### src/hdl/mul_rs_consts.svh
`ifndef MUL_RS_CONSTS_SVH
`define MUL_RS_CONSTS_SVH

// Station geometry
`define RS_ENTRIES 16
`define RS_IDX_W   4

// Physical register tag and instruction address
`define TAG_W      8
`define PC_W       32

`endif

### src/hdl/mul_rs_pkg.sv
`include "mul_rs_consts.svh"

package mul_rs_pkg;

    typedef logic [`TAG_W-1:0]    phys_tag_t;   // Physical register tag
    typedef logic [`PC_W-1:0]     pc_t;
    typedef logic [`RS_IDX_W-1:0] rs_idx_t;     // Entry index, wraps at RS_ENTRIES
    typedef logic [`RS_ENTRIES-1:0] rs_vec_t;   // One bit per entry

    // Holds 0 through RS_ENTRIES
    typedef logic [`RS_IDX_W:0]   rs_count_t;

endpackage

### src/hdl/rs_wakeup.sv
`timescale 1ns/1ns
`include "mul_rs_consts.svh"

module rs_wakeup
    import mul_rs_pkg::*;
(
    input  logic      alu_done,
    input  phys_tag_t alu_tag,
    input  logic      mul_done,
    input  phys_tag_t mul_tag,
    input  logic      div_done,
    input  phys_tag_t div_tag,
    input  logic      mem_read,
    input  phys_tag_t mem_tag,
    input  phys_tag_t src1_tags [`RS_ENTRIES],
    input  phys_tag_t src2_tags [`RS_ENTRIES],
    input  phys_tag_t dispatch_src1,
    input  phys_tag_t dispatch_src2,
    output rs_vec_t   wake1,
    output rs_vec_t   wake2,
    output logic      byp1,
    output logic      byp2
);

    logic [3:0] bc_done;
    phys_tag_t  bc_tag [4];

    // True when any valid broadcast carries this tag
    function automatic logic bus_hit(input phys_tag_t tag, input logic [3:0] done,
                                     input phys_tag_t bus [4]);
        logic hit;
        hit = 1'b0;
        for (int b = 0; b < 4; b++) begin
            hit = hit | (done[b] && (bus[b] == tag));
        end
        return hit;
    endfunction

    always_comb begin
        bc_done   = {mem_read, div_done, mul_done, alu_done};
        bc_tag[0] = alu_tag;
        bc_tag[1] = mul_tag;
        bc_tag[2] = div_tag;
        bc_tag[3] = mem_tag;  // Load result
    end

    always_comb begin
        for (int i = 0; i < `RS_ENTRIES; i++) begin
            wake1[i] = bus_hit(src1_tags[i], bc_done, bc_tag);
            wake2[i] = bus_hit(src2_tags[i], bc_done, bc_tag);
        end
    end

    // Same-cycle bypass for the instruction being dispatched
    always_comb begin
        byp1 = bus_hit(dispatch_src1, bc_done, bc_tag);
        byp2 = bus_hit(dispatch_src2, bc_done, bc_tag);
    end

endmodule

### src/hdl/rs_entry_array.sv
`timescale 1ns/1ns
`include "mul_rs_consts.svh"

module rs_entry_array
    import mul_rs_pkg::*;
(
    input  logic      clk,
    input  logic      reset,
    input  logic      flush,
    input  logic      alloc_en,
    input  rs_idx_t   tail,
    input  pc_t       dispatch_pc,
    input  phys_tag_t dispatch_rd,
    input  phys_tag_t dispatch_src1,
    input  phys_tag_t dispatch_src2,
    input  logic      dispatch_rdy1,
    input  logic      dispatch_rdy2,
    input  logic      byp1,
    input  logic      byp2,
    input  rs_vec_t   wake1,
    input  rs_vec_t   wake2,
    input  logic      pick_en,
    input  rs_idx_t   pick_idx,
    output rs_vec_t   busy,
    output rs_vec_t   ready,
    output phys_tag_t src1_tags [`RS_ENTRIES],
    output phys_tag_t src2_tags [`RS_ENTRIES],
    output phys_tag_t rd_tags [`RS_ENTRIES],
    output pc_t       pcs [`RS_ENTRIES]
);

    rs_vec_t rdy1;
    rs_vec_t rdy2;

    // Busy and operand ready state
    always_ff @(posedge clk) begin
        if (reset || flush) begin
            busy <= '0;
            rdy1 <= '0;
            rdy2 <= '0;
        end else begin
            for (int i = 0; i < `RS_ENTRIES; i++) begin
                if (busy[i] && wake1[i]) begin
                    rdy1[i] <= 1'b1;
                end
                if (busy[i] && wake2[i]) begin
                    rdy2[i] <= 1'b1;
                end
            end
            if (pick_en) begin
                busy[pick_idx] <= 1'b0;  // Issued, slot freed
            end
            // Tail slot is never the picked slot, so no ordering conflict
            if (alloc_en) begin
                busy[tail] <= 1'b1;
                rdy1[tail] <= dispatch_rdy1 | byp1;
                rdy2[tail] <= dispatch_rdy2 | byp2;
            end
        end
    end

    // Payload, written only at allocation
    always_ff @(posedge clk) begin
        if (alloc_en) begin
            pcs[tail]       <= dispatch_pc;
            rd_tags[tail]   <= dispatch_rd;
            src1_tags[tail] <= dispatch_src1;
            src2_tags[tail] <= dispatch_src2;
        end
    end

    assign ready = busy & rdy1 & rdy2;

endmodule

### src/hdl/rs_issue_select.sv
`timescale 1ns/1ns
`include "mul_rs_consts.svh"

module rs_issue_select
    import mul_rs_pkg::*;
(
    input  logic      clk,
    input  logic      reset,
    input  logic      flush,
    input  rs_idx_t   head,
    input  rs_count_t count,
    input  rs_vec_t   busy,
    input  rs_vec_t   ready,
    input  pc_t       pcs [`RS_ENTRIES],
    input  phys_tag_t rd_tags [`RS_ENTRIES],
    input  phys_tag_t src1_tags [`RS_ENTRIES],
    input  phys_tag_t src2_tags [`RS_ENTRIES],
    output logic      pick_en,
    output rs_idx_t   pick_idx,
    output logic      issue_valid,
    output pc_t       issue_pc,
    output phys_tag_t issue_rd,
    output phys_tag_t issue_src1,
    output phys_tag_t issue_src2
);

    rs_vec_t cand;
    rs_vec_t window;  // Bit k is entry head+k
    rs_idx_t pick_off;

    always_comb begin
        cand = busy & ready;
        for (int k = 0; k < `RS_ENTRIES; k++) begin
            window[k] = cand[rs_idx_t'(head + rs_idx_t'(k))] && (rs_count_t'(k) < count);
        end
    end

    // Lowest offset wins, i.e. oldest
    always_comb begin
        pick_en  = 1'b0;
        pick_off = '0;
        for (int k = `RS_ENTRIES - 1; k >= 0; k--) begin
            if (window[k]) begin
                pick_en  = 1'b1;
                pick_off = rs_idx_t'(k);
            end
        end
    end

    assign pick_idx = head + pick_off;  // Wraps around the buffer

    always_ff @(posedge clk) begin
        if (reset || flush) begin
            issue_valid <= 1'b0;
        end else begin
            issue_valid <= pick_en;
        end
    end

    always_ff @(posedge clk) begin
        if (pick_en) begin
            issue_pc   <= pcs[pick_idx];
            issue_rd   <= rd_tags[pick_idx];
            issue_src1 <= src1_tags[pick_idx];
            issue_src2 <= src2_tags[pick_idx];
        end
    end

endmodule

### src/hdl/rs_queue_ctrl.sv
`timescale 1ns/1ns
`include "mul_rs_consts.svh"

module rs_queue_ctrl
    import mul_rs_pkg::*;
(
    input  logic      clk,
    input  logic      reset,
    input  logic      flush,
    input  logic      dispatch_valid,
    input  rs_vec_t   busy,
    output logic      alloc_en,
    output rs_idx_t   tail,
    output rs_idx_t   head,
    output rs_count_t count,
    output logic      full
);

    logic head_adv;

    assign full     = (count == rs_count_t'(`RS_ENTRIES));
    assign alloc_en = dispatch_valid && !full;  // Lost when full

    // Head entry already issued, step past it
    assign head_adv = (count != '0) && !busy[head];

    always_ff @(posedge clk) begin
        if (reset || flush) begin
            head  <= '0;
            tail  <= '0;
            count <= '0;
        end else begin
            if (alloc_en) begin
                tail <= tail + 1'b1;
            end
            if (head_adv) begin
                head <= head + 1'b1;
            end
            case ({alloc_en, head_adv})
                2'b10:   count <= count + 1'b1;
                2'b01:   count <= count - 1'b1;
                default: count <= count;  // Both or neither
            endcase
        end
    end

endmodule

### src/hdl/mul_rs_top.sv
`timescale 1ns/1ns
`include "mul_rs_consts.svh"

module mul_rs_top
    import mul_rs_pkg::*;
(
    input  logic      clk,
    input  logic      reset,
    input  logic      dispatch_valid,
    input  pc_t       dispatch_pc,
    input  phys_tag_t dispatch_rd,
    input  phys_tag_t dispatch_src1,
    input  phys_tag_t dispatch_src2,
    input  logic      dispatch_rdy1,
    input  logic      dispatch_rdy2,
    input  logic      alu_done,
    input  phys_tag_t alu_tag,
    input  logic      mul_done,
    input  phys_tag_t mul_tag,
    input  logic      div_done,
    input  phys_tag_t div_tag,
    input  logic      mem_read,
    input  phys_tag_t mem_tag,
    input  logic      flush,
    output logic      issue_valid,
    output pc_t       issue_pc,
    output phys_tag_t issue_rd,
    output phys_tag_t issue_src1,
    output phys_tag_t issue_src2,
    output logic      full
);

    logic      alloc_en;
    rs_idx_t   tail;
    rs_idx_t   head;
    rs_count_t count;
    rs_vec_t   busy;
    rs_vec_t   ready;
    rs_vec_t   wake1;
    rs_vec_t   wake2;
    logic      byp1;
    logic      byp2;
    logic      pick_en;
    rs_idx_t   pick_idx;
    phys_tag_t src1_tags [`RS_ENTRIES];
    phys_tag_t src2_tags [`RS_ENTRIES];
    phys_tag_t rd_tags [`RS_ENTRIES];
    pc_t       pcs [`RS_ENTRIES];

    rs_queue_ctrl u_queue_ctrl (
        .clk            (clk),
        .reset          (reset),
        .flush          (flush),
        .dispatch_valid (dispatch_valid),
        .busy           (busy),
        .alloc_en       (alloc_en),
        .tail           (tail),
        .head           (head),
        .count          (count),
        .full           (full)
    );

    rs_entry_array u_entry_array (
        .clk           (clk),
        .reset         (reset),
        .flush         (flush),
        .alloc_en      (alloc_en),
        .tail          (tail),
        .dispatch_pc   (dispatch_pc),
        .dispatch_rd   (dispatch_rd),
        .dispatch_src1 (dispatch_src1),
        .dispatch_src2 (dispatch_src2),
        .dispatch_rdy1 (dispatch_rdy1),
        .dispatch_rdy2 (dispatch_rdy2),
        .byp1          (byp1),
        .byp2          (byp2),
        .wake1         (wake1),
        .wake2         (wake2),
        .pick_en       (pick_en),
        .pick_idx      (pick_idx),
        .busy          (busy),
        .ready         (ready),
        .src1_tags     (src1_tags),
        .src2_tags     (src2_tags),
        .rd_tags       (rd_tags),
        .pcs           (pcs)
    );

    rs_wakeup u_wakeup (
        .alu_done      (alu_done),
        .alu_tag       (alu_tag),
        .mul_done      (mul_done),
        .mul_tag       (mul_tag),
        .div_done      (div_done),
        .div_tag       (div_tag),
        .mem_read      (mem_read),
        .mem_tag       (mem_tag),
        .src1_tags     (src1_tags),
        .src2_tags     (src2_tags),
        .dispatch_src1 (dispatch_src1),
        .dispatch_src2 (dispatch_src2),
        .wake1         (wake1),
        .wake2         (wake2),
        .byp1          (byp1),
        .byp2          (byp2)
    );

    rs_issue_select u_issue_select (
        .clk         (clk),
        .reset       (reset),
        .flush       (flush),
        .head        (head),
        .count       (count),
        .busy        (busy),
        .ready       (ready),
        .pcs         (pcs),
        .rd_tags     (rd_tags),
        .src1_tags   (src1_tags),
        .src2_tags   (src2_tags),
        .pick_en     (pick_en),
        .pick_idx    (pick_idx),
        .issue_valid (issue_valid),
        .issue_pc    (issue_pc),
        .issue_rd    (issue_rd),
        .issue_src1  (issue_src1),
        .issue_src2  (issue_src2)
    );

endmodule

### config.mk
export PLATFORM = sky130hd
export DESIGN_NAME = mul_rs_top
export DESIGN_NICKNAME = d
export VERILOG_FILES = /design/src/hdl/mul_rs_pkg.sv /design/src/hdl/rs_wakeup.sv /design/src/hdl/rs_entry_array.sv /design/src/hdl/rs_issue_select.sv /design/src/hdl/rs_queue_ctrl.sv /design/src/hdl/mul_rs_top.sv
export VERILOG_INCLUDE_DIRS = /design/src /design/src/hdl
export SDC_FILE = /design/constraint.sdc
export NUM_CORES = 2
export LEC_CHECK = 0
export ABC_AREA = 0
export CORE_MARGIN = 2
export CORE_UTILIZATION = 29
export CTS_BUF_LIST = sky130_fd_sc_hd__clkbuf_2
export CTS_CLUSTER_SIZE = 8
export DETAILED_ROUTE_END_ITERATION = 12
export DONT_BUFFER_PORTS = 1
export PLACE_DENSITY_LB_ADDON = 0.1
export SETUP_SLACK_MARGIN = 0.4
export SKIP_LAST_GASP = 1
export SYNTH_ARGS = -nofsm -noshare
export SYNTH_HDL_FRONTEND = slang
export SYNTH_SLANG_ARGS = --single-unit
### constraint.sdc
create_clock -name clk -period 14.66 [get_ports clk]
set_clock_uncertainty 0.2 [all_clocks]
set_input_delay 2.932 -clock clk [delete_from_list [all_inputs] [get_ports clk]]
set_output_delay 2.932 -clock clk [all_outputs]
set_load 0.03 [all_outputs]
==> out/qor.yml <==
status:
  status: "complete, no violations"
synthesis:
  seq_area_frac_synth: 0.5421
  synth_ff_type: "sky130_fd_sc_hd__edfxtp_1"
  synth-edff-count: 952
  netlist_top_cells_area: "sky130_fd_sc_hd__edfxtp_1, sky130_fd_sc_hd__xor2_1, sky130_fd_sc_hd__mux4_2"
  synth-warning-count: 0
  synthesis.area_um2: 55030
  synthesis.instances: 3983
  synth.top_cell.area_share: 0.5195
  postSynthRegisterBits: 1014
  yosys.cell_count.top_type: "sky130_fd_sc_hd__edfxtp_1"
  synth_async_sr_flop_share: 0
  postSynthAreaPerCell_um2: 13.82
  synth_top_area_cell: "sky130_fd_sc_hd__edfxtp_1"
  yosys.cell_types.count: 80
  synth.net_count: 4100
  netlist_top_cells_count: "sky130_fd_sc_hd__edfxtp_1, sky130_fd_sc_hd__xor2_1, sky130_fd_sc_hd__mux4_2"
global_routing:
  grt_antenna_before_repair: 8
  grt_start_max_net_pins: 124
  via_count_of_the_first_global_routing_pass: 35803
  grt_pass1_wl_um: 292100
  globalRouteTotalUtil: 0.2167
  grt_overflow: 0
clock_network:
  root_buffer: "sky130_fd_sc_hd__clkbuf_2"
  cts_htree_levels: 5
  cts_setup_buffers: 0
  clkTransAtPathRegs_ns: 0.10
  clock_sinks: 1014
  cts-root-to-sink-buffers: 4
  insertion_delay_ns: 1.72
  cts_inserted_buffers: 314
  cells_resized_by_post_cts_repair: 0
  cts_tree: "done"
  cts-hold-fix-buffers: 0
detailed_routing:
  overall_via_count_from_detail_route: 34280
  drt-wirelength-per-cell_um: 32.33
  post-route-drc-count: 0
  antenna_left: 0
  drt_iter0_drc: 2828
  drt_first_pass_iters: 5
  routed_wl_um: 211600
  vias_per_cell: 5.237
pwr:
  irDropWorstVdd_v: 0.00004883
  power.leakage_nw: 19.05
  power-per-cell-area_nw_per_um2: 102.7
placement:
  globalplace.congestion: 0.7989
  place.detailed.hpwl_um: 115500
  place.port_buffers: 0
  detailedPlace.worstSlack_ns: 6.355
sta:
  fin_ws_ns: 6.499
  max_clock_freq_mhz: 122.5
  timing.slew.headroom: 0.1799
  final-max-slew-violation-count: 0
  finalCriticalPeriod_ns: 8.161
  tns_ns: 0
  hold_viol_final: 0
  finalSetupViolCount: 0
  rsz0062_at_grt: "false"
  layout_worst_path_cycle_share: 0.5567
  worst_slew_pin_slew_ns: 1.230
finish:
  layout-area-overhead-vs-synth_pct: 6.608
  proportion_of_layout_cells_with_a_drive_suffix_above_1: 0.1965
  nNetsFinal: 3952
die:
  std_cell_rows: 159
  die_area_um2: 193200
  die-width_um: 439.6
  core_area_um2: 188200
  die_y_um: 439.6
  io_pins: 156
  initial_core_util: 0.2924
worst_setup_path:
  worst_setup_path_start_kind: "register"
  worst_ep_required_time_ns: 15.88
  setup.worst_path.end_class: "register"
  critical_path_class: "register to register"
  critPathMaxFanout: 44
  worst_ep_arrival_time_ns: 9.39
worst_hold_path:
  hold_path.class: "register to register"
flow_run:
  maxCapViolCount: 0
-- cells in the final DEF, fill, tap and decap left out, types with 66 or more instances in the layout --
cell type	n
sky130_fd_sc_hd__clkinv_1	68
sky130_fd_sc_hd__nand3_1	95
sky130_fd_sc_hd__nor4_1	173
sky130_fd_sc_hd__clkbuf_2	430
sky130_fd_sc_hd__nor3_1	79
sky130_fd_sc_hd__nand4_1	120
sky130_fd_sc_hd__mux2i_1	183
sky130_fd_sc_hd__nor2_1	66
sky130_fd_sc_hd__xnor2_1	183
sky130_fd_sc_hd__edfxtp_1	952
sky130_fd_sc_hd__mux4_2	236
sky130_fd_sc_hd__xor2_1	923
-- state kept, by name (all words and copies together), names as in the netlist, 16 cells and up --
name and flops:
u_entry_array.rdy2 16, u_entry_array.src1_tags 128, u_entry_array.rdy1 16, u_issue_select.issue_pc 32
u_entry_array.rd_tags 128, u_entry_array.busy 16, u_entry_array.src2_tags 128, u_entry_array.pcs 512
-- final timing paths --
| check | startpoint | end | slack, ns | depth (start not counted) |
|---|---|---|---|---|
| max | u_queue_ctrl.head[2] | u_issue_select.issue_pc[17] | 6.50 | 17 |
| min reg2reg | u_entry_array.rdy2[10] | u_entry_array.rdy2[10] | 0.37 | 2 |
| min | u_entry_array.rdy2[10] | u_entry_array.rdy2[10] | 0.37 | 2 |
| max reg2reg | u_queue_ctrl.head[2] | u_issue_select.issue_pc[17] | 6.50 | 17 |
-- power breakdown --
part           internal [W]  switching [W]
logic              0.000335       0.000339
registers           0.00320      0.0000430
clock network      0.000805        0.00130
total               0.00434        0.00168
-- per-layer routing --
layer | up-vias | track usage | share of wire | routed length [um]
met2 | 1253 | 0.3609 | 0.49 | 102800
met5 | - | 0 | 0.000033 | 7
li1 | 14622 | - | - | -
met1 | 18017 | 0.2754 | 0.42 | 89440
met3 | 386 | 0.04742 | 0.058 | 12360
met4 | 2 | 0.07960 | 0.033 | 7039
-- logic make-up after synthesis --
family,Yosys count,synth area share
AO/OA/AOI/OAI,236,0.03056
XOR/XNOR,1112,0.1779
adder cells (fa/ha/maj),19,0.004457
buffers and inverters,536,0.04820
flip-flops,1014,0.5421
multiplexers,427,0.1319
AND/OR/NAND/NOR,639,0.06496
-- worst max-delay path, cell delays in order, from the launching register on --
cell and delay [ns]:
sky130_fd_sc_hd__dfxtp_1 0.98, sky130_fd_sc_hd__inv_1 0.38, sky130_fd_sc_hd__ha_1 0.90, sky130_fd_sc_hd__nand4b_1 0.21, sky130_fd_sc_hd__a21oi_1 0.09, sky130_fd_sc_hd__o41ai_1 0.55
sky130_fd_sc_hd__o31ai_1 0.21, sky130_fd_sc_hd__o21ai_0 0.21, sky130_fd_sc_hd__a22oi_1 0.09, sky130_fd_sc_hd__o22ai_1 0.13, sky130_fd_sc_hd__a211oi_1 0.09, sky130_fd_sc_hd__o31ai_1 0.44
sky130_fd_sc_hd__ha_4 0.76, sky130_fd_sc_hd__buf_4 0.80, sky130_fd_sc_hd__buf_4 0.85, sky130_fd_sc_hd__mux4_2 0.61, sky130_fd_sc_hd__mux2i_1 0.15, sky130_fd_sc_hd__mux2i_1 0.10
-- final cells by class --
type                       count  area (um2)
inverter                      27       126.4
clock inverter                91       389.1
sequential                  1014       29830
tap                         2495        3122
timing repair buffer          45       362.8
multi-input combinational   2433       22650
antenna                       11       27.53
clock buffer                 430        2152
fill                       18892      129500
-- stage by stage --
stage	cells	util	instance area, um2	power [W]	hold WS [ns]
2_1_floorplan	3983	-	55030	0.003912	0.2996
3_3_place_gp	6014	0.2981	56090	0.003999	0.3455
3_5_place_dp	6014	0.2981	56090	0.004005	0.3518
4_1_cts	6535	0.3116	58640	0.006160	0.3659
5_1_grt	6540	0.3116	58650	0.006355	0.3927
6_report	6546	0.3117	58660	0.006026	0.3699
No activity file was read; power rests on OpenSTA's default activity.
